==> config.mk <==
export PLATFORM = sky130hd
export DESIGN_NAME = reg_scoreboard
export DESIGN_NICKNAME = d
export VERILOG_FILES = /design/src/design/isa_pkg.sv /design/src/design/pipe_pkg.sv /design/src/design/reg_scoreboard.sv
export SDC_FILE = /design/constraint.sdc
export NUM_CORES = 1
export LEC_CHECK = 0
export BUFFER_PORTS_ARGS = -buffer_cell sky130_fd_sc_hd__clkbuf_2
export CORE_ASPECT_RATIO = 1.75
export CORE_MARGIN = 2
export CORE_UTILIZATION = 40
export DETAILED_ROUTE_END_ITERATION = 12
export SKIP_CTS_REPAIR_TIMING = 1
export SLEW_MARGIN = 20
export SYNTH_ARGS = -nofsm -noshare
export SYNTH_HDL_FRONTEND = slang
export SYNTH_SLANG_ARGS = --single-unit
export TNS_END_PERCENT = 10
==> constraint.sdc <==
create_clock -name clk -period 3.6 [get_ports clk]
set_clock_uncertainty 0.05 [all_clocks]
set_input_delay 0.72 -clock clk [delete_from_list [all_inputs] [get_ports clk]]
set_output_delay 0.72 -clock clk [all_outputs]
set_load 0.1 [all_outputs]
==> src/design/isa_pkg.sv <==
package isa_pkg;

	// ========================================
	// Register specifiers
	// ========================================

	localparam int NUM_REGS = 64;

	// Register number, r0 always reads as zero
	typedef logic [$clog2(NUM_REGS)-1:0] regspec_t;

	// One bit per architectural register
	typedef logic [NUM_REGS-1:0] regs_bitmap_t;

	// ========================================
	// Opcodes and instruction formats
	// ========================================

	// Four bit opcode, values not listed here decode as a NOP
	typedef enum logic [3:0] {
		OP_NOP  = 4'h0,
		OP_ADD  = 4'h1,
		OP_SUB  = 4'h2,
		OP_AND  = 4'h3,
		OP_XOR  = 4'h4,
		OP_ADDI = 4'h5,
		OP_ORI  = 4'h6
	} opcode_t;

	// Register format with two source registers
	typedef struct packed {
		opcode_t     opcode;
		regspec_t    Rt;
		regspec_t    Ra;
		regspec_t    Rb;
		logic [9:0]  unused;
	} rfmt_t;

	// Immediate format, the immediate takes the place of Rb
	typedef struct packed {
		opcode_t     opcode;
		regspec_t    Rt;
		regspec_t    Ra;
		logic [15:0] imm;
	} ifmt_t;

	// The opcode occupies the top nibble in both views
	typedef union packed {
		rfmt_t r;
		ifmt_t i;
	} instr_t;

	// ========================================
	// Decode bus
	// ========================================

	typedef struct packed {
		logic        v;
		opcode_t     op;
		regspec_t    Rt;
		regspec_t    Ra;
		regspec_t    Rb;
		logic        hasRa;
		logic        hasRb;
		logic        hasRt;
		logic        rfwr;
		logic        is_imm;
		logic [31:0] imm;
	} decode_bus_t;

endpackage

==> src/design/pipe_pkg.sv <==
package pipe_pkg;

	import isa_pkg::*;

	// ========================================
	// Depths
	// ========================================

	// Queue entries, which is also the credit count the sender starts with
	localparam int QUEUE_DEPTH = 4;

	// Pointer width into the instruction queue
	localparam int QPTR_W = $clog2(QUEUE_DEPTH);

	// Cycles from issue to writeback
	localparam int EXEC_STAGES = 3;

	// Wide enough to hold every value from zero up to QUEUE_DEPTH
	typedef logic [$clog2(QUEUE_DEPTH+1)-1:0] credit_t;

	// ========================================
	// Execute and writeback
	// ========================================

	// Operation launched into the execute pipeline
	// Rt is zero when the instruction writes no register
	typedef struct packed {
		logic        valid;
		opcode_t     op;
		regspec_t    Rt;
		logic [31:0] a;
		logic [31:0] b;
	} exec_op_t;

	// Result returned to the register file and the scoreboard
	typedef struct packed {
		logic        v;
		regspec_t    Rt;
		logic [31:0] data;
	} writeback_t;

endpackage

==> src/design/reg_scoreboard.sv <==
`timescale 1ns/1ps

module reg_scoreboard
	import isa_pkg::*, pipe_pkg::*;
(
	input  logic        clk,
	input  logic        rst,
	input  decode_bus_t db,
	input  writeback_t  wb,
	input  logic        will_issue,
	output logic        can_issue
);

	regs_bitmap_t busy;
	regs_bitmap_t nxt_busy;
	regs_bitmap_t srcs;
	regs_bitmap_t tgts;
	regs_bitmap_t clr_bm;
	regs_bitmap_t set_bm;
	regs_bitmap_t hazard;

	// ========================================
	// Register bitmaps of the head instruction
	// ========================================

	// Registers the instruction reads
	always_comb
	begin
		srcs = '0;
		if (db.v)
		begin
			if (db.hasRa)
				srcs[db.Ra] = 1'b1;
			if (db.hasRb)
				srcs[db.Rb] = 1'b1;
		end
	end

	// Register the instruction writes
	always_comb
	begin
		tgts = '0;
		if (db.v && db.hasRt && db.rfwr)
			tgts[db.Rt] = 1'b1;
	end

	// ========================================
	// Busy bits
	// ========================================

	// A writeback releases its register
	always_comb
	begin
		clr_bm = '0;
		if (wb.v)
			clr_bm[wb.Rt] = 1'b1;
	end

	// Bit zero is masked so r0 is never marked busy
	assign set_bm   = tgts & {{(NUM_REGS-1){will_issue}}, 1'b0};
	assign nxt_busy = (busy & ~clr_bm) | set_bm;

	always_ff @(posedge clk or posedge rst)
	begin
		if (rst)
			busy <= '0;
		else
			busy <= nxt_busy;
	end

	// A busy target blocks too, which keeps writebacks to one register in order
	assign hazard    = (srcs | tgts) & busy;
	assign can_issue = (hazard[NUM_REGS-1:1] == '0);

endmodule

==> metrics <==
status complete, but fails checks; failing checks setup timing; initial antenna violation count 0; GRT Resource Usage Total 32.14%; dpl hpwl 15.53 mm; Worst Hold Class primary input to asynchronous set/reset pin; Max-Cap Viols 0; final setup fails 1; Final Hold Viols 0; DIE HEIGHT 145.4 µm; most common cell after layout, fill and taps aside o21ai_0; minimum clock period between 3 and 4 ns; Ys Warns 0; GRT overflow 0; Critical Path End Type primary output; area grow syn2layout 29.71%; Reg with most FFs busy; routed length on met3 1.116 mm; EDFF count, synth 0; Num CTS Buffers 9; ant diodes 0; Max Used Layer met4; Std-Cell Rows 51; number of global-route vias before repair 5330; Die Wd 84.80 µm; synthesized area roughly 4600 µm²; port bufs 33; via/cell ratio 6.765; Pwr Total 1.951 mW; DRT Pass-1 Iters 6; Synth Instances 559; Total Wirelength 20.06 mm; register clock-pin slew on the reported worst setup and hold paths approximately 0.050 ns; fraction of layout cells with a size suffix above 1 between 20% and 30%; core area about 11000 µm²; crit path DAT 3.16 ns; worst slew pin tran 0.9690 ns; Ports 103; syn avg cell area 8.174 µm²; synth unique cells 58; synth top area cells dfrtp_1 (35%), o21ai_0 (15%), o22ai_1 (7.7%); max-slew violations 0; Yosys reg bits 63; clock root buffer clkbuf_16; Slew headroom 34.49%; die area 12330 µm²; CP Class primary input to primary output; max FFs per register 63; Initial Utilization about 41%; drt drc 0; Synth async-reset ratio 100.0%; Critical Path Start Type primary input; pwr dens about 330 nW/µm²; Reg2Reg Depth 2; R2R Path End busy[57]$_DFF_PP0_; largest net degree at the start of global routing 31; final worst slack -0.3322 ns; CP required 2.83 ns; DR iter-0 viols 555; Yosys top cell area share 34.50%; Synth Flop Type dfrtp_1; latest clock arrival within the worst-skew pair ~0.33 ns; CTS tree done; RSZ-0062 raised after global routing true; worst flop-to-flop path startpoint busy[57]$_DFF_PP0_; Net Count, Synth 661; biggest regs busy (63); CTS Sinks 63; minimum hold slack 0.4117 ns; Max clock buf depth 2; Avg WL per Cell 24.83 µm; Yosys top cell by area dfrtp_1; NumNets Final 774; Final ANT Viol Nets 0; placer congestion estimate roughly 1.1; CP Max Fanout 7; maximum vdd drop 296.9 µV; Tcrit/Tclk final 109.2%; register area share after synthesis 34.50%; wl on met1 7.090 mm; routed wl met2 9.972 mm; most frequent cells in the layout o21ai_0 (137), buf_4 (115), dfrtp_1 (63); CTS H-Tree Depth 3; leakage about 2.4 nW; global-route wire length before repair approximately 30 mm; flop2flop setup slack 2.72 ns; vias post-DR ~5500; fmax 254.3 MHz
[worst max-delay path: stages]
cell	delay, ns
buf_6	0.11
buf_4	0.15
nand4b_1	0.28
o22ai_1	0.16
a22oi_2	0.25
nand4_1	0.19
or4_4	0.58
a2111oi_4	0.48
buf_12	0.23
[cell type report]
| type | count | area, µm² |
|---|---|---|
| Inverter | 11 | 41.29 |
| Multi-Input combinational cell | 442 | 2790 |
| Tap cell | 132 | 165.2 |
| Fill cell | 1087 | 5176 |
| Timing Repair Buffer | 145 | 1066 |
| Sequential cell | 63 | 1577 |
| Clock inverter | 6 | 62.56 |
| Clock buffer | 9 | 225.2 |
[kinds of logic after synthesis]
group / synth area share (%)
AND/OR/NAND/NOR: 23.90
multiplexers: 2.437
AO/OA/AOI/OAI: 33.00
flip-flops: 34.50
buffers and inverters: 6.161
[layer usage]
metal  GRT usage [%]  up-vias
li1                -     2412
met1           35.80     2627
met2           54.53      316
met3           2.723      111
met4           26.35        0
met5               0        -
[synthesized netlist by cell type (all sizes together), types with 3 or more instances]
| cell | number |
|---|---|
| a211oi | 3 |
| a21oi | 9 |
| a222oi | 5 |
| a22o | 3 |
| a22oi | 14 |
| a31oi | 3 |
| a32oi | 3 |
| and3 | 4 |
| buf | 25 |
| clkbuf | 18 |
| dfrtp | 63 |
| inv | 11 |
| mux2i | 10 |
| nand2 | 36 |
| nand2b | 6 |
| nand3 | 33 |
| nand3b | 13 |
| nand4 | 14 |
| nand4b | 8 |
| nand4bb | 4 |
| nor2 | 22 |
| nor2b | 3 |
| nor3 | 6 |
| nor4b | 4 |
| o21ai | 137 |
| o22ai | 57 |
| o311ai | 3 |
| o32ai | 6 |
| or2 | 5 |
| or3 | 4 |
| or3b | 6 |
[through the flow]
step	area, µm²	util, %	setup WS (ns)	TNS (ns)	std cells
2_1_floorplan	4627	-	-0.4872	-0.4872	559
3_3_place_gp	5482	49.37	-0.3541	-0.3541	786
3_5_place_dp	5482	49.37	-0.3599	-0.3599	786
4_1_cts	5769	51.96	-0.3702	-0.3702	801
5_1_grt	5927	53.38	-0.3923	-0.3923	808
6_report	5927	53.38	-0.3322	-0.3322	808
[how the worst max path moves through the flow]
stage                      start         to  slack, ns  depth (start not counted)
after floorplan           db[41]  can_issue      -0.49                          8
after global placement    db[37]  can_issue      -0.35                          8
after detailed placement  db[37]  can_issue      -0.36                          8
after CTS                 db[37]  can_issue      -0.37                          8
after global routing      db[39]  can_issue      -0.39                          8
final                     db[38]  can_issue      -0.33                          9
[where the power goes]
part / switching [mW] / total (mW) / internal (mW)
Clock: 0.312 / 0.840 / 0.528
Sequential: 0.0404 / 0.781 / 0.741
Combinational: 0.193 / 0.330 / 0.137
Total: 0.545 / 1.95 / 1.41
No activity file was read; power rests on OpenSTA's default activity.
