## src/design/isa_pkg.sv

```systemverilog
package isa_pkg;

	// ========================================
	// Register specifiers
	// ========================================

	localparam int NUM_REGS = 64;

	// Register number, r0 always reads as zero
	typedef logic [$clog2(NUM_REGS)-1:0] regspec_t;

	// One bit per architectural register
	typedef logic [NUM_REGS-1:0] regs_bitmap_t;

	// ========================================
	// Opcodes and instruction formats
	// ========================================

	// Four bit opcode, values not listed here decode as a NOP
	typedef enum logic [3:0] {
		OP_NOP  = 4'h0,
		OP_ADD  = 4'h1,
		OP_SUB  = 4'h2,
		OP_AND  = 4'h3,
		OP_XOR  = 4'h4,
		OP_ADDI = 4'h5,
		OP_ORI  = 4'h6
	} opcode_t;

	// Register format with two source registers
	typedef struct packed {
		opcode_t     opcode;
		regspec_t    Rt;
		regspec_t    Ra;
		regspec_t    Rb;
		logic [9:0]  unused;
	} rfmt_t;

	// Immediate format, the immediate takes the place of Rb
	typedef struct packed {
		opcode_t     opcode;
		regspec_t    Rt;
		regspec_t    Ra;
		logic [15:0] imm;
	} ifmt_t;

	// The opcode occupies the top nibble in both views
	typedef union packed {
		rfmt_t r;
		ifmt_t i;
	} instr_t;

	// ========================================
	// Decode bus
	// ========================================

	typedef struct packed {
		logic        v;
		opcode_t     op;
		regspec_t    Rt;
		regspec_t    Ra;
		regspec_t    Rb;
		logic        hasRa;
		logic        hasRb;
		logic        hasRt;
		logic        rfwr;
		logic        is_imm;
		logic [31:0] imm;
	} decode_bus_t;

endpackage

```

## src/design/pipe_pkg.sv

```systemverilog
package pipe_pkg;

	import isa_pkg::*;

	// ========================================
	// Depths
	// ========================================

	// Queue entries, which is also the credit count the sender starts with
	localparam int QUEUE_DEPTH = 4;

	// Pointer width into the instruction queue
	localparam int QPTR_W = $clog2(QUEUE_DEPTH);

	// Cycles from issue to writeback
	localparam int EXEC_STAGES = 3;

	// Wide enough to hold every value from zero up to QUEUE_DEPTH
	typedef logic [$clog2(QUEUE_DEPTH+1)-1:0] credit_t;

	// ========================================
	// Execute and writeback
	// ========================================

	// Operation launched into the execute pipeline
	// Rt is zero when the instruction writes no register
	typedef struct packed {
		logic        valid;
		opcode_t     op;
		regspec_t    Rt;
		logic [31:0] a;
		logic [31:0] b;
	} exec_op_t;

	// Result returned to the register file and the scoreboard
	typedef struct packed {
		logic        v;
		regspec_t    Rt;
		logic [31:0] data;
	} writeback_t;

endpackage

```

## src/design/instr_queue.sv

```systemverilog
`timescale 1ns/1ps

module instr_queue
	import isa_pkg::*, pipe_pkg::*;
(
	input  logic   clk,
	input  logic   rst,
	input  logic   in_valid,
	input  instr_t in_instr,
	input  logic   pop,
	output instr_t head,
	output logic   nonempty,
	output logic   credit_return
);

	// Storage for the queued words
	instr_t mem [QUEUE_DEPTH];

	logic [QPTR_W-1:0] wr_ptr;
	logic [QPTR_W-1:0] rd_ptr;
	credit_t           count;

	// ========================================
	// Pointers and occupancy
	// ========================================

	// The sender only pushes while holding a credit, so no full check is made here
	always_ff @(posedge clk or posedge rst)
	begin
		if (rst)
		begin
			wr_ptr <= '0;
			rd_ptr <= '0;
			count  <= '0;
		end
		else
		begin
			if (in_valid)
				wr_ptr <= wr_ptr + 1'b1;
			if (pop)
				rd_ptr <= rd_ptr + 1'b1;
			case ({in_valid, pop})
				2'b10:   count <= count + 1'b1;
				2'b01:   count <= count - 1'b1;
				default: count <= count;
			endcase
		end
	end

	// Word write into the slot under the write pointer
	always_ff @(posedge clk)
	begin
		if (in_valid)
			mem[wr_ptr] <= in_instr;
	end

	// Each pop frees one slot and hands one credit back one cycle later
	always_ff @(posedge clk or posedge rst)
	begin
		if (rst)
			credit_return <= 1'b0;
		else
			credit_return <= pop;
	end

	// The head is visible one cycle after the push
	assign head     = mem[rd_ptr];
	assign nonempty = (count != '0);

endmodule

```

## config.mk

```make
export PLATFORM = sky130hd
export DESIGN_NAME = instr_queue
export DESIGN_NICKNAME = d
export VERILOG_FILES = /design/src/design/isa_pkg.sv /design/src/design/pipe_pkg.sv /design/src/design/instr_queue.sv
export SDC_FILE = /design/constraint.sdc
export NUM_CORES = 1
export LEC_CHECK = 0
export BUFFER_PORTS_ARGS = -buffer_cell sky130_fd_sc_hd__buf_2
export CAP_MARGIN = 20
export CORE_MARGIN = 2
export CORE_UTILIZATION = 56
export DETAILED_ROUTE_END_ITERATION = 10
export GPL_ROUTABILITY_DRIVEN = 0
export PLACE_DENSITY = 0.85
export SLEW_MARGIN = 20
export SYNTH_ARGS = -nofsm -noshare
export SYNTH_HDL_FRONTEND = slang
export SYNTH_SLANG_ARGS = --single-unit
export TNS_END_PERCENT = 50
```

## constraint.sdc

```tcl
create_clock -name clk -period 5.88 [get_ports clk]
set_clock_uncertainty 0.2 [all_clocks]
set_input_delay 1.764 -clock clk [delete_from_list [all_inputs] [get_ports clk]]
set_output_delay 1.764 -clock clk [all_outputs]
set_load 0.1 [all_outputs]
```

==> results_dict.tcl <==
set metrics [dict create \
    outcome "finished clean" \
    fin_tns_setup_ns 0 \
    clock_tree_from_tritoncts "done" \
    hpwlAfterDp_mm 4.84 \
    cts-htree-levels 4 \
    maxCapViolations 0 \
    min_path_type "reg2reg" \
    num_vias 2263 \
    clk-insertion-delay-late_ns 0.50 \
    first_global_vias 2278 \
    final-setup-viol-count 0 \
    dp_worst_setup_slack_ns 1.93 \
    register_area_sq_mm 0.00405 \
    synth_xor_area_share_pct 1.03 \
    drive_gt1_share_pct 43.7 \
    critPathRequiredTime_ns 3.92 \
    grt_setup_unrepaired "false" \
    grt_first_pass_wirelength_mm 12.5 \
    synth_fa_ha_area_share_pct 1.63 \
    core_area_sq_mm 0.00876 \
    syn_area_sq_mm 0.00508 \
    muxShareOfSynthArea_pct 14.7 \
    groute.usage.overall_pct 17.9 \
    synthesis.instances 202 \
    routedWlPerCell_um 20.5 \
    maximum_number_of_pins_on_one_net_before_global_route_repair 35 \
    filler_cell_count 535 \
    worst_slew_pin_slew_ns 0.887 \
    synth_compound_area_share_pct 0.0985 \
    endpoint_kind "primary output" \
    max_slew_margin_pct 40.8 \
    die_x_um 99.2 \
    drt.antenna.violating_nets 0 \
    antenna_found_initial 0 \
    multiInputGateArea_sq_um 935 \
    starting_density_of_the_core_pct 58.0 \
    num-nets-final 325 \
    syn-num-nets 244 \
    worst_setup_hold_path_clk_slew_ns 0.05 \
    final_period_minus_worst_setup_slack_ns 4.44 \
    synthesized_area_per_cell_sq_um 25.1 \
    num_antenna_cells 0 \
    crit_path_max_fanout 17 \
    final_number_of_hold_violating_endpoints 0 \
    post-route-worst-setup-slack_ns 1.44 \
    row_count 34 \
    port_buf_inserts 69 \
    clock_sink_count 136 \
    flip_flop_and_latch_count_after_synthesis 136 \
    drc 0 \
    synth_simple_gate_area_share_pct 0.838 \
    post_cts_resized 0 \
    path_class "reg2out" \
    syn2layout_area_growth_pct 18.5 \
    cts_made_buffers 17 \
    path_cells "buf_4 -> mux4_2 -> buf_2" \
    hold_fix_buffers_at_cts 0 \
    dieArea_sq_mm 0.00985 \
    grt_overflow_total 0 \
    drc_marker_count_from_the_first_detailed_route_iteration 106 \
    timing.critical_path.from_type "flop" \
    ports 70 \
    yosysWarnings 0 \
    main_combinational_cell_family_by_area_after_synthesis "multiplexers" \
    sequential_fraction_of_the_synthesis_area_pct 79.6 \
    post-cts-setup-buffer-count 0 \
    fmax_mhz 225 \
    drt_pass1_iterations 5 \
    finalCritPeriodShare_pct 75.5 \
    clock-root-buffer "clkbuf_8" \
    worst_case_clock_buffer_depth 2 \
    post_dr_vias_cell 5.62 \
    cpPeakStageDelay_ns 0.87 \
    final_max_slew_viol_count 0 \
    cp.arrival_ns 2.48 \
    critical-path-slowest-cell "dfrtp_1" \
    synth_cell_types 19 \
    drt-total-wl_mm 8.28 \
    die_y_um 99.2 \
]
==> synthesized netlist by cell type, drive strengths merged <==
cell    number  area share [%]
ha           5             1.2
nor2         1           0.074
edfxtp     128              76
clkbuf       1           0.074
buf          7             1.7
nand2        2            0.15
mux4        32              14
xnor2        3            0.52
or3          1            0.12
dfrtp        8             3.9
xor2         3            0.52
fa           1            0.39
inv          4            0.30
mux2         1            0.22
o21ai        1           0.098
and2         4            0.49
==> layout by cell type, fill, tap and decap left out, types with 2 or more instances in the layout <==
master	Yosys	final
mux4_1	4	4
and2_2	0	4
clkinvlp_4	0	2
buf_2	3	69
edfxtp_1	128	128
clkbuf_1	1	2
bufinv_16	0	2
clkinv_1	0	4
mux4_2	28	28
inv_1	4	4
dfrtp_1	8	7
xor2_1	3	3
nand2_1	2	2
clkinv_2	0	4
clkbuf_16	0	16
xnor2_1	3	3
ha_1	5	5
==> layout make-up <==
cell class / count / area share [%]
multi-input cells: 54 / 15.5
inverters: 4 / 0.250
repair buffers: 70 / 5.86
clock buffers: 19 / 7.01
clock inverters: 12 / 1.83
flip-flops and latches: 136 / 67.3
well taps: 108 / 2.25
==> through the flow <==
| step | hold slack [ns] | util, % | cell area, sq um | cells |
|---|---|---|---|---|
| finish | 0.264 | 68.7 | 6020 | 403 |
| global route | 0.281 | 68.7 | 6020 | 403 |
| CTS | 0.265 | 68.7 | 6020 | 403 |
| detailed placement | 0.255 | 62.6 | 5490 | 372 |
| global placement | 0.248 | 62.6 | 5480 | 372 |
| floorplan | 0.234 | - | 5080 | 202 |
==> path summary, 6_finish.rpt <==
| path | slack [ns] | cells past startpoint | to | from |
|---|---|---|---|---|
| worst min register to register | 0.26 | 1 | count[2] | count[2] |
| min in group asynchronous | 1.00 | 2 | credit_return | rst |
| max in group asynchronous | 4.22 | 2 | rd_ptr[0] | rst |
| worst max register to register | 3.84 | 3 | mem[2][21] | wr_ptr[0] |
| worst max-delay path | 1.44 | 3 | head[29] | rd_ptr[1] |
| worst min-delay path | 0.26 | 1 | count[2] | count[2] |
==> kinds of logic after synthesis <==
family	count (synthesis)
AO/OA/AOI/OAI	1
XOR/XNOR	6
adder cells (fa/ha/maj)	6
buffers and inverters	12
flip-flops	136
multiplexers	33
AND/OR/NAND/NOR	8
==> registers in the layout, indices dropped and copies added, names as in the netlist <==
| register | cells |
|---|---|
| credit_return | 1 |
| mem | 128 |
| wr_ptr | 2 |
| count | 3 |
| rd_ptr | 2 |
==> worst max-delay path, delay by kind of cell, from the launching register on <==
kind	cells	cell delay, ns
buffers and inverters	2	0.83
muxes	1	0.27
DFF	1	0.87
==> per-layer routing <==
| layer | track usage (%) | part of all wire (%) | vias up |
|---|---|---|---|
| met4 | 6.43 | 1.1 | 0 |
| met2 | 27.8 | 50 | 73 |
| met5 | 0 | 0 | - |
| met1 | 23.5 | 43 | 1171 |
| met3 | 7.10 | 5.9 | 10 |
| li1 | - | - | 1009 |
Power is left out: the tool's default activity adds up to more than one toggle a clock period on the data nets, which glitch-free logic cannot reach.
