==> src/design/isa_pkg.sv <==
package isa_pkg;

	// ========================================
	// Register specifiers
	// ========================================

	localparam int NUM_REGS = 64;

	// Register number, r0 always reads as zero
	typedef logic [$clog2(NUM_REGS)-1:0] regspec_t;

	// One bit per architectural register
	typedef logic [NUM_REGS-1:0] regs_bitmap_t;

	// ========================================
	// Opcodes and instruction formats
	// ========================================

	// Four bit opcode, values not listed here decode as a NOP
	typedef enum logic [3:0] {
		OP_NOP  = 4'h0,
		OP_ADD  = 4'h1,
		OP_SUB  = 4'h2,
		OP_AND  = 4'h3,
		OP_XOR  = 4'h4,
		OP_ADDI = 4'h5,
		OP_ORI  = 4'h6
	} opcode_t;

	// Register format with two source registers
	typedef struct packed {
		opcode_t     opcode;
		regspec_t    Rt;
		regspec_t    Ra;
		regspec_t    Rb;
		logic [9:0]  unused;
	} rfmt_t;

	// Immediate format, the immediate takes the place of Rb
	typedef struct packed {
		opcode_t     opcode;
		regspec_t    Rt;
		regspec_t    Ra;
		logic [15:0] imm;
	} ifmt_t;

	// The opcode occupies the top nibble in both views
	typedef union packed {
		rfmt_t r;
		ifmt_t i;
	} instr_t;

	// ========================================
	// Decode bus
	// ========================================

	typedef struct packed {
		logic        v;
		opcode_t     op;
		regspec_t    Rt;
		regspec_t    Ra;
		regspec_t    Rb;
		logic        hasRa;
		logic        hasRb;
		logic        hasRt;
		logic        rfwr;
		logic        is_imm;
		logic [31:0] imm;
	} decode_bus_t;

endpackage

==> src/design/pipe_pkg.sv <==
package pipe_pkg;

	import isa_pkg::*;

	// ========================================
	// Depths
	// ========================================

	// Queue entries, which is also the credit count the sender starts with
	localparam int QUEUE_DEPTH = 4;

	// Pointer width into the instruction queue
	localparam int QPTR_W = $clog2(QUEUE_DEPTH);

	// Cycles from issue to writeback
	localparam int EXEC_STAGES = 3;

	// Wide enough to hold every value from zero up to QUEUE_DEPTH
	typedef logic [$clog2(QUEUE_DEPTH+1)-1:0] credit_t;

	// ========================================
	// Execute and writeback
	// ========================================

	// Operation launched into the execute pipeline
	// Rt is zero when the instruction writes no register
	typedef struct packed {
		logic        valid;
		opcode_t     op;
		regspec_t    Rt;
		logic [31:0] a;
		logic [31:0] b;
	} exec_op_t;

	// Result returned to the register file and the scoreboard
	typedef struct packed {
		logic        v;
		regspec_t    Rt;
		logic [31:0] data;
	} writeback_t;

endpackage

==> src/design/reg_file.sv <==
`timescale 1ns/1ps

module reg_file
	import isa_pkg::*, pipe_pkg::*;
(
	input  logic        clk,
	input  logic        rst,
	input  regspec_t    ra,
	input  regspec_t    rb,
	output logic [31:0] rd_a,
	output logic [31:0] rd_b,
	input  writeback_t  wb
);

	logic [31:0] regs [NUM_REGS];

	// Single write port fed straight from the writeback bus
	// r0 is never written
	always_ff @(posedge clk or posedge rst)
	begin
		if (rst)
		begin
			for (int i = 0; i < NUM_REGS; i++)
				regs[i] <= '0;
		end
		else if (wb.v && (wb.Rt != '0))
			regs[wb.Rt] <= wb.data;
	end

	// Asynchronous read ports, r0 reads as zero
	assign rd_a = (ra == '0) ? 32'h0 : regs[ra];
	assign rd_b = (rb == '0) ? 32'h0 : regs[rb];

endmodule

==> config.mk <==
export PLATFORM = sky130hd
export DESIGN_NAME = reg_file
export DESIGN_NICKNAME = d
export VERILOG_FILES = /design/src/design/isa_pkg.sv /design/src/design/pipe_pkg.sv /design/src/design/reg_file.sv
export SDC_FILE = /design/constraint.sdc
export NUM_CORES = 2
export LEC_CHECK = 0
export ABC_CLOCK_PERIOD_IN_PS = 93300
export BUFFER_PORTS_ARGS = -buffer_cell sky130_fd_sc_hd__buf_4
export CAP_MARGIN = 20
export CORE_ASPECT_RATIO = 1.75
export CORE_MARGIN = 4
export CORE_UTILIZATION = 50
export DETAILED_ROUTE_END_ITERATION = 16
export GPL_TIMING_DRIVEN = 0
export PLACE_DENSITY = 0.65
export SLEW_MARGIN = 20
export SYNTH_ARGS = -nofsm -noshare
export SYNTH_HDL_FRONTEND = slang
export SYNTH_SLANG_ARGS = --single-unit
==> constraint.sdc <==
create_clock -name clk -period 93.3 [get_ports clk]
set_clock_uncertainty 0.2 [all_clocks]
set_input_delay 23.325 -clock clk [delete_from_list [all_inputs] [get_ports clk]]
set_output_delay 23.325 -clock clk [all_outputs]
set_load 0.02 [all_outputs]
==> out/qor.tcl <==
set qor(crit_path_max_delay_family) {buffers and inverters}
set qor(drt.antenna.violating_nets) 0
set qor(slew_worst_pin_ns) 1.34
set qor(clock_latency_ns) 0.88
set qor(cts.clk_slew.worst_paths_ns) 0.07
set qor(hold_viol_final) 0
set qor(timing.critical_path.required_ns) 69.78
set qor(largest_reg_flops) 2048
set qor(post-cts-setup-buffer-count) 0
set qor(grt_setup_unrepaired) {no}
set qor(antenna_found_initial) 56
set qor(p_total_uw) 2480
set qor(grt_first_pass_wirelength_um) 724000
set qor(number_of_cells_on_the_worst_reg_to_reg_path) 1
set qor(die-width_um) 361
set qor(drive_gt1_share_pct) 51.7
set qor(final-setup-viol-count) 0
set qor(syn-instance-count) 7056
set qor(hold_depth) 1
set qor(via_per_inst) 7.54
set qor(clock_sinks) 2048
set qor(dr.pass1.iters) 7
set qor(mean_routed_wirelength_per_cell_um) 52.4
set qor(postSynth.asyncResetShare_pct) 100
set qor(maximum_number_of_pins_on_one_net_before_global_route_repair) 106
set qor(fmax_mhz) 19.1
set qor(worstPathCellList) {buf_2 > buf_2 > buf_2 > buf_2 > buf_2 > a21oi_1 > nor3_1 > o22ai_1 > buf_4}
set qor(cp_num_cells) 9
set qor(first_global_vias) 79100
set qor(power.ir.vdd_worst_v) 0.0000174
set qor(gpl.final_weighted_congestion) 1.07
set qor(num_vias) 79100
set qor(drtIter0Drc) 10100
set qor(synth_ff_type) {sky130_fd_sc_hd__dfrtp_1}
set qor(cts-buffers-inserted) 207
set qor(finalCriticalPeriod_ns) 52.27
set qor(start_util_pct) 50.4
set qor(die_h_um) 626
set qor(cts.hold.buffers_added) 0
set qor(synth-edff-count) 0
set qor(status) {finished clean}
set qor(synthesis.area_um2) 109000
set qor(startpoint_type) {input pin}
set qor(crit_path_frequent_cell) {sky130_fd_sc_hd__buf_2}
set qor(area_growth_pct) 11.9
set qor(design.portCount) 117
set qor(critical_path.n_buffers_inverters) 6
set qor(yosysTopAreaCellShare_pct) 46.9
set qor(dp_hpwl_um) 413000
set qor(maxSlewHeadroom_pct) 10.8
set qor(postSynthNetCount) 7109
set qor(yosys.area.top_type) {sky130_fd_sc_hd__dfrtp_1}
set qor(list_of_most_frequent_post_synthesis_cells) {sky130_fd_sc_hd__dfrtp_1, sky130_fd_sc_hd__mux2_2, sky130_fd_sc_hd__mux4_2}
set qor(p_leak_uw) 0.0551
set qor(class_of_the_most_critical_hold_timing_path) {reg2reg}
set qor(port-buffer-count) 76
set qor(globalRoute.totalOverflow) 0
set qor(critPathMaxFanout) 12
set qor(slowest_delay_ns) 0.92
set qor(ys_seq_area_share_pct) 46.9
set qor(max-clock-path-buffers) 4
set qor(critical_path_arrival_ns) 28.75
set qor(synth_warnings) 0
set qor(clock_tree.root_cell) {sky130_fd_sc_hd__clkbuf_16}
set qor(regMostFlops) {regs}
set qor(h-tree-depth) 4
set qor(drc) 0
set qor(reg2reg_setup_slack_ns) 92.22
set qor(fp-row-count) 226
set qor(drv.max_cap_violation_count) 0
set qor(cpMaxStageDelayCell) {sky130_fd_sc_hd__buf_2}
set qor(finalNetCount) 7466
set qor(die_area_um2) 226000
set qor(core_area_um2) 217000
set qor(routed_wl_um) 549000
set qor(top_regs) {regs (2048)}
set qor(power_density_nw_per_um2) 20.3
set qor(maxSlewViolCount) 0
set qor(layout.filler_cells) 17400
set qor(setup.worst_path.end_class) {output port}
set qor(syn_avg_cell_area_um2) 15.5
set qor(setup_total_negative_slack_ns) 0
set qor(synth.most_common_cell) {sky130_fd_sc_hd__dfrtp_1}
set qor(yosys_register_bits) 2048
set qor(synth.top_cells.by_area) {sky130_fd_sc_hd__dfrtp_1, sky130_fd_sc_hd__mux4_2, sky130_fd_sc_hd__mux2_2}
set qor(netlist-cell-type-count) 52
set qor(cts-resized-gates) 0
set qor(tritoncts) {done}
set qor(worst_setup_path_category) {in2out}
set qor(globalRouteTotalUtil_pct) 48.4
set qor(timing.final.crit_share_pct) 56.0
==> path summary, 6_finish.rpt <==
check / startpoint / to
max: ra[2] / rd_a[13]
min: regs[2028]$_DFFE_PP0P_ / regs[2028]$_DFFE_PP0P_
max reg2reg: regs[313]$_DFFE_PP0P_ / regs[313]$_DFFE_PP0P_
min reg2reg: regs[2028]$_DFFE_PP0P_ / regs[2028]$_DFFE_PP0P_
max in group asynchronous: rst / regs[517]$_DFFE_PP0P_
min in group asynchronous: rst / regs[1238]$_DFFE_PP0P_
==> cell type report <==
cell class                 instances  area, µm²  share of cell area, %
tap                             2850       3570                   2.92
clock inverter                    60        637                  0.521
buffer                           810       3790                   3.10
timing repair buffer             148       2220                   1.82
antenna                           56        140                  0.115
multi-input combinational       4192      54400                   44.5
clock buffer                     310       6210                   5.08
sequential                      2048      51200                   41.9
inverter                           6       32.5                 0.0266
==> per-layer routing <==
metal  vias up  share of wire, %  track usage [%]
li1      28100                 -                -
met1     42200                32             53.2
met2      6299                44             71.4
met3      2505                10             15.4
met4        26                13             51.3
met5         -             0.043            0.259
==> cell families after synthesis <==
group           Yosys count  synth area share (%)
mux                    3438                  45.7
flops                  2048                  46.9
buf+inv                 816                  3.34
compound gates          384                  2.50
simple gates            370                  1.54
==> power by group <==
part | internal (µW) | leakage, µW | total (µW) | switching (µW)
clock network | 489 | 0.00341 | 885 | 395
registers | 1000 | 0.0273 | 1090 | 90.8
logic | 237 | 0.0245 | 497 | 260
total | 1730 | 0.0551 | 2480 | 746
==> layout by cell type (no fill, tap or decap), drive strengths merged, types with 12 or more instances in the layout <==
cell,synthesis,final
buf,474,621
mux2,2049,2049
o22ai,36,36
o211ai,36,36
clkinv,0,41
clkbuf,336,647
a221oi,16,16
nor2b,27,27
mux4,1036,1036
dfrtp,2048,2048
o221ai,41,41
a211oi,37,37
diode,0,56
nand2,162,162
nor2,87,87
nor3,14,14
inv,6,12
o21ai,47,47
nand3,38,38
a22oi,81,81
mux2i,353,353
a21oi,49,49
==> through the flow <==
| step | instance area [µm²] | setup slack, ns | hold WS (ns) | util (%) | cells |
|---|---|---|---|---|---|
| final | 122000 | 41.03 | 0.285 | 56.4 | 10500 |
| after global routing | 122000 | 41.44 | 0.296 | 56.3 | 10400 |
| after CTS | 122000 | 41.53 | 0.280 | 56.3 | 10400 |
| after detailed placement | 115000 | 41.52 | 0.266 | 53.1 | 10100 |
| after floorplan | 109000 | 11.93 | 0.241 | - | 7056 |
| after global placement | 113000 | -10.21 | 0.254 | 52.3 | 9982 |
Power figures use the tool's default switching activity.
