<file path="src/design/isa_pkg.sv">
package isa_pkg;

	// ========================================
	// Register specifiers
	// ========================================

	localparam int NUM_REGS = 64;

	// Register number, r0 always reads as zero
	typedef logic [$clog2(NUM_REGS)-1:0] regspec_t;

	// One bit per architectural register
	typedef logic [NUM_REGS-1:0] regs_bitmap_t;

	// ========================================
	// Opcodes and instruction formats
	// ========================================

	// Four bit opcode, values not listed here decode as a NOP
	typedef enum logic [3:0] {
		OP_NOP  = 4'h0,
		OP_ADD  = 4'h1,
		OP_SUB  = 4'h2,
		OP_AND  = 4'h3,
		OP_XOR  = 4'h4,
		OP_ADDI = 4'h5,
		OP_ORI  = 4'h6
	} opcode_t;

	// Register format with two source registers
	typedef struct packed {
		opcode_t     opcode;
		regspec_t    Rt;
		regspec_t    Ra;
		regspec_t    Rb;
		logic [9:0]  unused;
	} rfmt_t;

	// Immediate format, the immediate takes the place of Rb
	typedef struct packed {
		opcode_t     opcode;
		regspec_t    Rt;
		regspec_t    Ra;
		logic [15:0] imm;
	} ifmt_t;

	// The opcode occupies the top nibble in both views
	typedef union packed {
		rfmt_t r;
		ifmt_t i;
	} instr_t;

	// ========================================
	// Decode bus
	// ========================================

	typedef struct packed {
		logic        v;
		opcode_t     op;
		regspec_t    Rt;
		regspec_t    Ra;
		regspec_t    Rb;
		logic        hasRa;
		logic        hasRb;
		logic        hasRt;
		logic        rfwr;
		logic        is_imm;
		logic [31:0] imm;
	} decode_bus_t;

endpackage

</file>
<file path="src/design/pipe_pkg.sv">
package pipe_pkg;

	import isa_pkg::*;

	// ========================================
	// Depths
	// ========================================

	// Queue entries, which is also the credit count the sender starts with
	localparam int QUEUE_DEPTH = 4;

	// Pointer width into the instruction queue
	localparam int QPTR_W = $clog2(QUEUE_DEPTH);

	// Cycles from issue to writeback
	localparam int EXEC_STAGES = 3;

	// Wide enough to hold every value from zero up to QUEUE_DEPTH
	typedef logic [$clog2(QUEUE_DEPTH+1)-1:0] credit_t;

	// ========================================
	// Execute and writeback
	// ========================================

	// Operation launched into the execute pipeline
	// Rt is zero when the instruction writes no register
	typedef struct packed {
		logic        valid;
		opcode_t     op;
		regspec_t    Rt;
		logic [31:0] a;
		logic [31:0] b;
	} exec_op_t;

	// Result returned to the register file and the scoreboard
	typedef struct packed {
		logic        v;
		regspec_t    Rt;
		logic [31:0] data;
	} writeback_t;

endpackage

</file>
<file path="src/design/exec_pipe.sv">
`timescale 1ns/1ps

module exec_pipe
	import isa_pkg::*, pipe_pkg::*;
(
	input  logic       clk,
	input  logic       rst,
	input  exec_op_t   issue_op,
	output writeback_t wb
);

	// One valid bit per stage, the last one is the writeback valid
	logic [EXEC_STAGES-1:0] vld_q;

	// Stage 1 operands
	opcode_t     s1_op;
	regspec_t    s1_rt;
	logic [31:0] s1_a;
	logic [31:0] s1_b;

	// Stage 2 result
	regspec_t    s2_rt;
	logic [31:0] s2_data;
	logic [31:0] alu_res;

	// Stage 3 writeback
	regspec_t    s3_rt;
	logic [31:0] s3_data;

	// ========================================
	// Valid tracking
	// ========================================

	// Only operations that write a register ever reach the writeback
	always_ff @(posedge clk or posedge rst)
	begin
		if (rst)
			vld_q <= '0;
		else
			vld_q <= {vld_q[EXEC_STAGES-2:0], issue_op.valid && (issue_op.Rt != '0)};
	end

	// ========================================
	// Datapath
	// ========================================

	// ALU between stage 1 and stage 2
	always_comb
	begin
		case (s1_op)
			OP_ADD, OP_ADDI: alu_res = s1_a + s1_b;
			OP_SUB:          alu_res = s1_a - s1_b;
			OP_AND:          alu_res = s1_a & s1_b;
			OP_XOR:          alu_res = s1_a ^ s1_b;
			OP_ORI:          alu_res = s1_a | s1_b;
			default:         alu_res = 32'h0;
		endcase
	end

	always_ff @(posedge clk)
	begin
		s1_op   <= issue_op.op;
		s1_rt   <= issue_op.Rt;
		s1_a    <= issue_op.a;
		s1_b    <= issue_op.b;
		s2_rt   <= s1_rt;
		s2_data <= alu_res;
		s3_rt   <= s2_rt;
		s3_data <= s2_data;
	end

	assign wb = '{v: vld_q[EXEC_STAGES-1], Rt: s3_rt, data: s3_data};

endmodule

</file>
<file path="config.mk">
export PLATFORM = sky130hd
export DESIGN_NAME = exec_pipe
export DESIGN_NICKNAME = d
export VERILOG_FILES = /design/src/design/isa_pkg.sv /design/src/design/pipe_pkg.sv /design/src/design/exec_pipe.sv
export SDC_FILE = /design/constraint.sdc
export NUM_CORES = 1
export LEC_CHECK = 0
export BUFFER_PORTS_ARGS = -buffer_cell sky130_fd_sc_hd__buf_4
export CAP_MARGIN = 0
export CORE_UTILIZATION = 45
export DETAILED_ROUTE_END_ITERATION = 7
export PLACE_DENSITY = 0.71
export SYNTH_ARGS = -nofsm -noshare
export SYNTH_HDL_FRONTEND = slang
export SYNTH_SLANG_ARGS = --single-unit
</file>
<file path="constraint.sdc">
create_clock -name clk -period 7 [get_ports clk]
set_input_delay 2.1 -clock clk [delete_from_list [all_inputs] [get_ports clk]]
set_output_delay 2.1 -clock clk [all_outputs]
set_load 0.03 [all_outputs]
</file>
==> impl_metrics.toml <==
[synth]
postSynthRegisterBits = 153
yosys.area.top_type_share_pct = 42.4
main_flop_type_after_synthesis = "sky130_fd_sc_hd__dfxtp_1"
synthesis.area_sq_mm = 0.00708
syn-mean-instance-area_sq_um = 10.1
synth_sequential_area_ratio_pct = 43.5
yosysMostFrequentCell = "sky130_fd_sc_hd__dfxtp_1"
synth-edff-count = 0
syn-instance-count = 702
ys_warn_count = 0
netlist_top_cells_count = "150 x sky130_fd_sc_hd__dfxtp_1, 96 x sky130_fd_sc_hd__ha_1, 72 x sky130_fd_sc_hd__inv_1, 43 x sky130_fd_sc_hd__xnor2_1, 33 x sky130_fd_sc_hd__o21ai_0"
netlist.top_cell.by_area = "sky130_fd_sc_hd__dfxtp_1"
syn-num-nets = 876
ys_async_sr_fraction_pct = 1.96
ys_top_cells_by_area = "sky130_fd_sc_hd__dfxtp_1 42%, sky130_fd_sc_hd__ha_1 17%, sky130_fd_sc_hd__xnor2_1 5.3%"
ys_types = 59

[floorplanning]
die-width_um = 127
number_of_primary_i_o_pins = 116
std_cell_rows = 45
floorplan.die_area_sq_mm = 0.0162
dieHeight_um = 127
start_util_pct = 46.4
core_region_area_sq_mm = 0.0153

[worst_setup_path]
reg2reg_setup_slack_ps = 2200
startpoint_type = "register"
startpoint = "s1_b[3]"
critical_path.cell_chain = "inv_1, nand3_1, nor4_1, a31oi_1, xnor2_1, ha_1, a2111oi_0, o21ai_0, a21o_1, o31a_1, a41o_1, a21oi_1, nor4_1, nor3_1, xor2_1, o221ai_1"
critical_path.reg2reg.startpoint = "s1_b[3]"
path_common_cell = "sky130_fd_sc_hd__nor4_1"
reg_to_reg_endpoint = "s2_data[30]"
setup.worst_path.end = "s2_data[30]"
cp_max_fanout = 8
cp_arrival_ps = 5080
critical-path-max-stage-delay_ps = 1010
timing.reg2reg.worst_path_depth = 16
worst_ep_required_time_ps = 7290
worstSetupPathType = "reg -> reg"
critPathSlowestCell = "sky130_fd_sc_hd__nor4_1"
setup.worst_path.end_class = "register"

[clocking]
cts_tree = "done"
htreeDepth = 4
cts_setup_buffers = 0
clock_tree.root_cell = "sky130_fd_sc_hd__clkbuf_16"
clkLatencyLatePin_ps = 430
cts_buffer_depth = 2
clock_sinks = 153
cts_stage_hold_buffer_count = 0
tritoncts.num_buffers = 17
clk_transition_reported_paths_ps = 70
cts_repair_resize_count = 0

[sta]
setup_tns_ps = 0
report.final.hold_viol_count = 0
setup_violations = 0
finalCriticalPeriod_ps = 4800
timing_worst_slew_pin_value_ps = 1200
maxClockFrequency_ghz = 0.208
min_period_over_period_pct = 68.5
clock_skew_ps = 9.61
report.final.slew_viol_count = 0
pnr_worst_setup_slack_ps = 2200
relSlewSlack_pct = 19.5
rsz_0062_raised_after_global_routing = "no"

[routing]
routedWlPerCell_um = 14.8
detail-route-antenna-nets = 0
first_pass_iters = 5
initialDrtViolationCount = 279
route.detailed.vias_per_inst = 5.16
num_vias = 5369
route.final.wire_length_um = 15400
route.detailed.drc = 0

[global_routing]
global_route.usage.met3_pct = 5.07
grt.met2_usage_pct = 35.1
busiest_layer = "met2"
track_usage_pct = 20.5
grt_util_met1_pct = 24.8
grt_pass1_wl_um = 25900
maximum_number_of_pins_on_one_net_before_global_route_repair = 33
grt-ovfl-total = 0
via_count_of_the_first_global_routing_pass = 5374
antenna_violations_before_repair = 0

[power_and_ir_drop]
power_leakage_nw = 4.03
worst_supply_voltage_drop_on_vdd_mv = 0.194
power_density_mw_per_mm2 = 259

[layout]
layout-drive-gt1-share_pct = 20.2
synthToLayoutAreaGrowth_pct = 22.8
num-fill-cells = 1357
diodes = 0
finish.net_count = 991

[flow_run]
cap_viol_max_count = 0

[placed_design]
gp_congestion = 0.894
pre_cts_ws_ps = 2340
numPortBuffers = 115
post-dp-hpwl_um = 11200

[min_path]
hold_path_class = "reg -> reg"

[run_status]
run_status = "completed"
-- power breakdown --
part	internal, W	total, W	switching, W
sequential	0.000942	0.000977	0.0000352
clock	0.000464	0.000855	0.000391
combinational	0.000183	0.000415	0.000232
total	0.00159	0.00225	0.000658
-- layout by cell type (no fill, tap or decap), drive strengths merged, types with 9 or more instances in the layout --
cell type,synthesis,final
a221oi,9,9
buf,3,120
xor2,13,13
nand2,29,29
o221ai,23,23
a21oi,29,29
a22oi,23,23
clkbuf,19,17
nor2,28,28
ha,96,96
dfxtp,150,150
a21o,13,13
nand2b,9,9
inv,72,80
a31oi,11,11
o21ai,36,36
o31ai,9,9
xnor2,43,43
nor3,12,12
-- metrics by stage --
step	instance area [sq um]	hold WS, ps	util (%)	cells	total power [W]
2_1_floorplan	7080	310	-	702	0.00128
3_3_place_gp	8140	310	53.3	1009	0.00140
3_5_place_dp	8140	312	53.3	1009	0.00141
4_1_cts	8690	322	57.0	1041	0.00227
5_1_grt	8690	328	57.0	1041	0.00236
6_report	8690	322	57.0	1041	0.00225
-- cells by family (layout without fill, tap and decap cells) --
kind of cell	count (synthesis)	in the layout	share of synthesized area (%)
buf+inv	96	224	5.55
fa+ha+maj	97	97	17.3
compound gates	180	180	18.1
flops	153	153	43.5
xor+xnor	56	56	6.93
simple gates	120	120	8.71
-- worst max-delay path: cells and delay by family (launching register included) --
kind | cells | cell delay [ps]
DFF | 1 | 330
xor gates and xnor gates | 2 | 340
and+or+nand+nor | 4 | 1440
AOI/OAI and AO/OA | 8 | 2030
buffers and inverters | 1 | 140
adders and majority gates | 1 | 380
-- state kept, by name, summed over array words and instances (netlist names) --
| signal | cells |
|---|---|
| s1_a | 32 |
| s1_op | 4 |
| s2_rt | 6 |
| vld_q | 3 |
| s2_data | 32 |
| s1_rt | 6 |
| s3_data | 32 |
| s3_rt | 6 |
| s1_b | 32 |
-- cell type report --
type / count / area [sq um] / area share [%]
inverter: 72 / 270 / 3.11
timing repair buffer: 120 / 901 / 10.4
tap: 211 / 264 / 3.04
sequential: 153 / 3080 / 35.4
multi-input combinational: 453 / 3620 / 41.7
clock buffer: 17 / 425 / 4.89
clock inverter: 15 / 130 / 1.50
-- metal layers --
metal  share of wire [%]  up-vias  wire, um
met5                   0        -         0
met4                 1.5        0       231
met3                 4.8       17       742
met2                  49      129      7500
met1                  45     2499      6940
li1                    -     2724         -
-- worst min path at each step --
stage,startpoint,to,depth (start not counted)
global route,s1_rt[4],s2_rt[4],0
CTS,s1_rt[4],s2_rt[4],0
global placement,s2_rt[4],s3_rt[4],0
detailed placement,s2_data[20],s3_data[20],0
finish,s1_rt[4],s2_rt[4],0
floorplan,s1_rt[0],s2_rt[0],0
No activity file was read; power rests on OpenSTA's default activity.
