--- config.mk ---
export PLATFORM = sky130hd
export DESIGN_NAME = issue_ctrl
export DESIGN_NICKNAME = d
export VERILOG_FILES = /design/src/design/isa_pkg.sv /design/src/design/pipe_pkg.sv /design/src/design/issue_ctrl.sv
export SDC_FILE = /design/constraint.sdc
export NUM_CORES = 1
export LEC_CHECK = 0
export BUFFER_PORTS_ARGS = -buffer_cell sky130_fd_sc_hd__buf_2
export CORE_AREA = 2 2 79 81
export DETAILED_ROUTE_END_ITERATION = 12
export DIE_AREA = 0 0 81 83
export MAX_ROUTING_LAYER = met4
export SYNTH_ARGS = -nofsm -noshare
export SYNTH_HDL_FRONTEND = slang
export SYNTH_SLANG_ARGS = --single-unit
export TNS_END_PERCENT = 5
--- constraint.sdc ---
create_clock -name vclk -period 1.4
set_input_delay 0.14 -clock vclk [all_inputs]
set_output_delay 0.14 -clock vclk [all_outputs]
set_load 0.02 [all_outputs]
--- src/design/isa_pkg.sv ---
package isa_pkg;

	// ========================================
	// Register specifiers
	// ========================================

	localparam int NUM_REGS = 64;

	// Register number, r0 always reads as zero
	typedef logic [$clog2(NUM_REGS)-1:0] regspec_t;

	// One bit per architectural register
	typedef logic [NUM_REGS-1:0] regs_bitmap_t;

	// ========================================
	// Opcodes and instruction formats
	// ========================================

	// Four bit opcode, values not listed here decode as a NOP
	typedef enum logic [3:0] {
		OP_NOP  = 4'h0,
		OP_ADD  = 4'h1,
		OP_SUB  = 4'h2,
		OP_AND  = 4'h3,
		OP_XOR  = 4'h4,
		OP_ADDI = 4'h5,
		OP_ORI  = 4'h6
	} opcode_t;

	// Register format with two source registers
	typedef struct packed {
		opcode_t     opcode;
		regspec_t    Rt;
		regspec_t    Ra;
		regspec_t    Rb;
		logic [9:0]  unused;
	} rfmt_t;

	// Immediate format, the immediate takes the place of Rb
	typedef struct packed {
		opcode_t     opcode;
		regspec_t    Rt;
		regspec_t    Ra;
		logic [15:0] imm;
	} ifmt_t;

	// The opcode occupies the top nibble in both views
	typedef union packed {
		rfmt_t r;
		ifmt_t i;
	} instr_t;

	// ========================================
	// Decode bus
	// ========================================

	typedef struct packed {
		logic        v;
		opcode_t     op;
		regspec_t    Rt;
		regspec_t    Ra;
		regspec_t    Rb;
		logic        hasRa;
		logic        hasRb;
		logic        hasRt;
		logic        rfwr;
		logic        is_imm;
		logic [31:0] imm;
	} decode_bus_t;

endpackage

--- src/design/pipe_pkg.sv ---
package pipe_pkg;

	import isa_pkg::*;

	// ========================================
	// Depths
	// ========================================

	// Queue entries, which is also the credit count the sender starts with
	localparam int QUEUE_DEPTH = 4;

	// Pointer width into the instruction queue
	localparam int QPTR_W = $clog2(QUEUE_DEPTH);

	// Cycles from issue to writeback
	localparam int EXEC_STAGES = 3;

	// Wide enough to hold every value from zero up to QUEUE_DEPTH
	typedef logic [$clog2(QUEUE_DEPTH+1)-1:0] credit_t;

	// ========================================
	// Execute and writeback
	// ========================================

	// Operation launched into the execute pipeline
	// Rt is zero when the instruction writes no register
	typedef struct packed {
		logic        valid;
		opcode_t     op;
		regspec_t    Rt;
		logic [31:0] a;
		logic [31:0] b;
	} exec_op_t;

	// Result returned to the register file and the scoreboard
	typedef struct packed {
		logic        v;
		regspec_t    Rt;
		logic [31:0] data;
	} writeback_t;

endpackage

--- src/design/issue_ctrl.sv ---
`timescale 1ns/1ps

module issue_ctrl
	import isa_pkg::*, pipe_pkg::*;
(
	input  logic        clk,
	input  logic        rst,
	input  decode_bus_t db,
	input  logic        can_issue,
	input  logic [31:0] rd_a,
	input  logic [31:0] rd_b,
	output logic        will_issue,
	output logic        pop,
	output exec_op_t    issue_op
);

	// ========================================
	// Issue decision
	// ========================================

	// The head leaves the queue in the same cycle it issues
	assign will_issue = db.v && can_issue;
	assign pop        = will_issue;

	// ========================================
	// Operand launch
	// ========================================

	// Operands come straight from the register file, there is no bypass
	always_comb
	begin
		issue_op       = '0;
		issue_op.valid = will_issue;
		issue_op.op    = db.op;

		// Rt stays zero for instructions that write nothing
		if (db.hasRt && db.rfwr)
			issue_op.Rt = db.Rt;

		if (db.hasRa)
			issue_op.a = rd_a;

		// Immediate format replaces the second read with the extended immediate
		if (db.is_imm)
			issue_op.b = db.imm;
		else if (db.hasRb)
			issue_op.b = rd_b;
	end

endmodule

==> flow_summary.yaml, run 1 <==
worst_setup_path:
  path_max_fanout: 33
  crit_path_frequent_cell: "buf_2"
  required_ps: 1260
  start_kind: "primary input"
  slowest_stage: "buf_4"
  path_cells: "buf_2 > buf_4 > a22o_1 > buf_2"
  max_stage_delay_ps: 300
  critPathKind: "in -> out"
  cp.arrival_ps: 940
  end_kind: "output pin"
global_routing:
  grt_pass1_vias: 1320
  grt_max_degree: 34
  overflow: 0
  antenna_found_initial: 1
  grtUsageTotal_pct: 11.6
  grt_pass1_wl_mm: 6.02
finish:
  post-route-util_pct: 27.0
  nClkBuffers: 0
  register_area_um2: 0
  layout-drive-gt1-share_pct: 71.8
  layout.nets: 388
  syn_to_final_growth_pct: 139
  seq_cells: 0
timing:
  tightestPinTransition_ps: 365
  setup-violations-final: 0
  fin_crit_ps: 1080
  finalSetupTns_ps: 0
  holdWs_ps: 280
  maxSlewViolCount: 0
  finalCritPeriodShare_pct: 76.8
  max_clock_freq_ghz: 0.930
  hold_viol: 0
  rsz0062_at_grt: "false"
  relSlewSlack_pct: 75.6
placement:
  gp_routability_congestion: 0.768
  io_buffers: 182
  hpwlAfterDp_mm: 4.05
die:
  die_width_um: 81
  initial_core_util_pct: 11.3
  die_y_um: 83
  ios: 204
  core.rowCount: 28
  coreArea_um2: 5820
  dieArea_um2: 6720
drt:
  drcViolationCount: 0
  vias: 1376
  drt-initial-drc-count: 27
  via_per_inst: 4.11
  dr.pass1.iters: 4
  routed_wl_mm: 4.34
  wire_per_inst_um: 13.0
  antenna_left: 0
cts:
  ctsHoldBuffers: 0
  post_cts_buffers: 0
  cts_resized: 0
power:
  power_density_nw_per_um2: 380
  ir_drop_mv: 0.205
  leakagePower_nw: 1.03
worst_hold_path:
  hold_start: "db[58]"
  whs_path_depth: 0
  hold_path_end: "issue_op[73]"
  hold_path.class: "in -> out"
synthesis:
  yosys-top-cells-count: "33 x and2_1, 31 x a22o_1, 6 x and3_1, 6 x buf_4, 4 x buf_6"
  synth.area.top_cells: "a22o_1 41%, and2_1 31%, buf_4 6.8%, buf_6 6.8%, and3_1 5.7%"
  synth_area_um2: 658
  synth.distinct_cells: 10
  synth_top_area_share_pct: 41.3
  synth.net_count: 217
  avgSynthCellArea_um2: 7.31
  synth_area_leader_cell: "a22o_1"
  ys_seq_area_share_pct: 0
  synth_warnings: 0
  syn_inst: 90
  synth_most_common_cell: "and2_1"
status:
  status: "finished, final reports clean"
job:
  max_cap_violations: 0
==> critical path, delay by kind of cell <==
kind	cells	cell delay [ps]
AOI/OAI and AO/OA	1	210
buffers and inverters	3	570
==> metrics by stage <==
| step | instance area [um2] | setup WS [ps] | cells | power, mW |
|---|---|---|---|---|
| after floorplan | 658 | 490 | 90 | 0.346 |
| final | 1570 | 325 | 335 | 0.597 |
| after CTS | 1570 | 326 | 334 | 0.601 |
| after detailed placement | 1570 | 326 | 334 | 0.600 |
| after global placement | 1570 | 334 | 334 | 0.596 |
| after global routing | 1570 | 277 | 335 | 0.646 |
==> report_power, final <==
group | total, mW | internal [mW] | leakage, nW | switching, mW
registers | 0 | 0 | 0 | 0
logic | 0.597 | 0.275 | 1.03 | 0.322
clock network | 0.0000000955 | 0.0000000955 | 0.00000634 | 0
==> placed cells by master (no fill, tap or decap) <==
cell type	count
buf_2	182
and2_1	33
a22o_1	31
and3_1	6
buf_4	3
nand2_1	2
diode_2	1
o21ai_1	1
nor2b_4	1
==> how the worst max path moves through the flow <==
stage / end / startpoint / depth (start not counted)
3_3_place_gp: issue_op[17] / db[32] / 4
6_report: issue_op[24] / db[32] / 4
2_1_floorplan: issue_op[0] / db[32] / 4
4_1_cts: issue_op[24] / db[32] / 4
3_5_place_dp: issue_op[24] / db[32] / 4
5_1_grt: issue_op[16] / db[32] / 4
==> metal layers <==
layer  track usage (%)  vias to the layer above  share of wire (%)
met4                 0                        0                  0
met2              25.5                      119                 57
met1              10.6                      594                 30
met3              1.52                        0                 13
li1                  -                      663                  -
met5                 -                        -                  0
==> cells by family after synthesis <==
logic type             count (synthesis)  synth area share (%)
AND/OR/NAND/NOR                       42                  40.3
buffers and inverters                 16                  17.7
AO/OA/AOI/OAI                         32                  42.0
==> cell type report <==
class | instances | area [um2]
timing repair buffer | 185 | 933
tap | 75 | 93.8
fill | 670 | 4240
multi-input combinational | 74 | 542
antenna | 1 | 2.50
Power figures use the tool's default switching activity.
==> run 2, diff against run 1 <==
--- a/config.mk
+++ b/config.mk
@@ -5,10 +5,11 @@
 export SDC_FILE = /design/constraint.sdc
 export NUM_CORES = 1
 export LEC_CHECK = 0
+export ABC_AREA = 1
 export BUFFER_PORTS_ARGS = -buffer_cell sky130_fd_sc_hd__buf_2
-export CORE_AREA = 2 2 79 81
+export CORE_AREA = 2 2 78 80
 export DETAILED_ROUTE_END_ITERATION = 12
-export DIE_AREA = 0 0 81 83
+export DIE_AREA = 0 0 80 82
 export MAX_ROUTING_LAYER = met4
 export SYNTH_ARGS = -nofsm -noshare
 export SYNTH_HDL_FRONTEND = slang
==> constraint.sdc (replaced) <==
create_clock -name vclk -period 0.95
set_input_delay 0.095 -clock vclk [all_inputs]
set_output_delay 0.095 -clock vclk [all_outputs]
set_load 0.02 [all_outputs]
==> flow_summary.yaml, run 2 <==
global_routing:
  grt_pass1_wl_mm: 5.49
  grt_max_degree: 33
  antenna_found_initial: 0
  grt_pass1_vias: 1309
  overflow: 0
  grtUsageTotal_pct: 10.0
worst_setup_path:
  path_cells: "buf_2 > inv_4 > buf_12 > nand3_1 > nand2_1 > buf_2"
  path_max_fanout: 19
  end_kind: "output pin"
  slowest_stage: "buf_12"
  cpLargestDelayFamily: "buffers and inverters"
  crit_path_frequent_cell: "buf_2"
  worst-path-buf-inv: 4
  critPathKind: "in -> out"
  cp.arrival_ps: 750
  required_ps: 850
  start_kind: "primary input"
  max_stage_delay_ps: 160
power:
  ir_drop_mv: 0.242
  leakagePower_nw: 1.49
  power_density_nw_per_um2: 518
placement:
  hpwlAfterDp_mm: 3.47
  io_buffers: 182
  placed_cells: 439
  gp_routability_congestion: 0.811
status:
  status: "finished, final reports clean"
cts:
  cts_resized: 0
  post_cts_buffers: 0
  ctsHoldBuffers: 0
finish:
  fin_cells: 439
  diodes: 0
  nClkBuffers: 0
  final_cell_mix: "182 x buf_2, 98 x nand2_1, 39 x inv_1, 22 x nand3_1, 10 x nand3_2"
  register_area_um2: 0
  layout-drive-gt1-share_pct: 54.7
  syn_to_final_growth_pct: 106
  mostFrequentLayoutCell: "buf_2"
  layout.nets: 493
  seq_cells: 0
timing:
  fin_crit_ps: 850
  hold_viol: 0
  rsz0062_at_grt: "false"
  setup-violations-final: 0
  maxSlewViolCount: 0
  tightestPinTransition_ps: 178
  max_clock_freq_ghz: 1.18
  relSlewSlack_pct: 88.1
  finalCritPeriodShare_pct: 89.5
  finalSetupTns_ps: 0
drt:
  vias: 1677
  routed_wl_mm: 4.02
  antenna_left: 0
  dr.pass1.iters: 4
  via_per_inst: 3.82
  wire_per_inst_um: 9.17
  drcViolationCount: 0
  drt-initial-drc-count: 42
synthesis:
  yosys-top-cells-count: "98 x nand2_1, 39 x inv_1, 22 x nand3_1, 10 x nand3_2, 7 x buf_4"
  synth.distinct_cells: 10
  synth_most_common_cell: "nand2_1"
  syn_inst: 195
  synth.net_count: 322
  synth_area_leader_cell: "nand2_1"
  synth.area.top_cells: "nand2_1 40%, inv_1 16%, nand3_1 12%, nand3_2 11%, buf_6 7.4%"
  synth_area_um2: 913
  ys_seq_area_share_pct: 0
  avgSynthCellArea_um2: 4.68
  synth_warnings: 0
  synth_top_area_share_pct: 40.3
die:
  dieArea_um2: 6560
  die_width_um: 80
  die_y_um: 82
  initial_core_util_pct: 15.9
  coreArea_um2: 5750
  core.rowCount: 28
  ios: 204
job:
  max_cap_violations: 0
worst_hold_path:
  hold_path.class: "in -> out"
run 2: changes by cell type after synthesis, moves of 3 or more:
cell / before / now
inv_1: 0 / 39
nand2_1: 2 / 98
clkbuf_1: 3 / 0
nand3_1: 0 / 22
a22o_1: 31 / 0
nand3_2: 0 / 10
and3_1: 6 / 0
and2_1: 33 / 0
nor2_1: 0 / 6
run 2: kinds of logic after synthesis:
logic type,count (synthesis),share of synthesized area [%]
buffers and inverters,59,34.2
AND/OR/NAND/NOR,136,65.8
run 2: per-layer routing:
layer  GRT usage [%]  wire, um
met3           0.659       212
met4           0.847        14
met5               -         0
met2            18.7      2210
met1            12.3      1590
run 2: report_power, final:
group	internal [mW]	switching, mW
sequential	0	0
clock	0	0
combinational	0.414	0.559
run 2: area by class of cell:
type / count / area, um2
timing repair buffer: 188 / 1030
tap: 75 / 93.8
fill: 655 / 3870
inverter: 40 / 153
multi-input combinational: 136 / 601
run 2: final timing paths:
path              slack, ps            to    from  depth (start not counted)
hold / removal          190  issue_op[70]  db[55]                          0
setup / recovery        100  issue_op[30]  db[32]                          6
run 2: metrics by stage:
step | hold WS (ps) | area, um2 | power (mW) | utilization (%) | worst slack (ps)
2_1_floorplan | 303 | 913 | 0.556 | - | 234
3_3_place_gp | 190 | 1880 | 0.971 | 32.7 | 98.4
3_5_place_dp | 190 | 1880 | 0.979 | 32.7 | 92.9
4_1_cts | 190 | 1880 | 0.982 | 32.7 | 91.4
5_1_grt | 190 | 1880 | 1.07 | 32.7 | 11.3
6_report | 190 | 1880 | 0.973 | 32.7 | 100
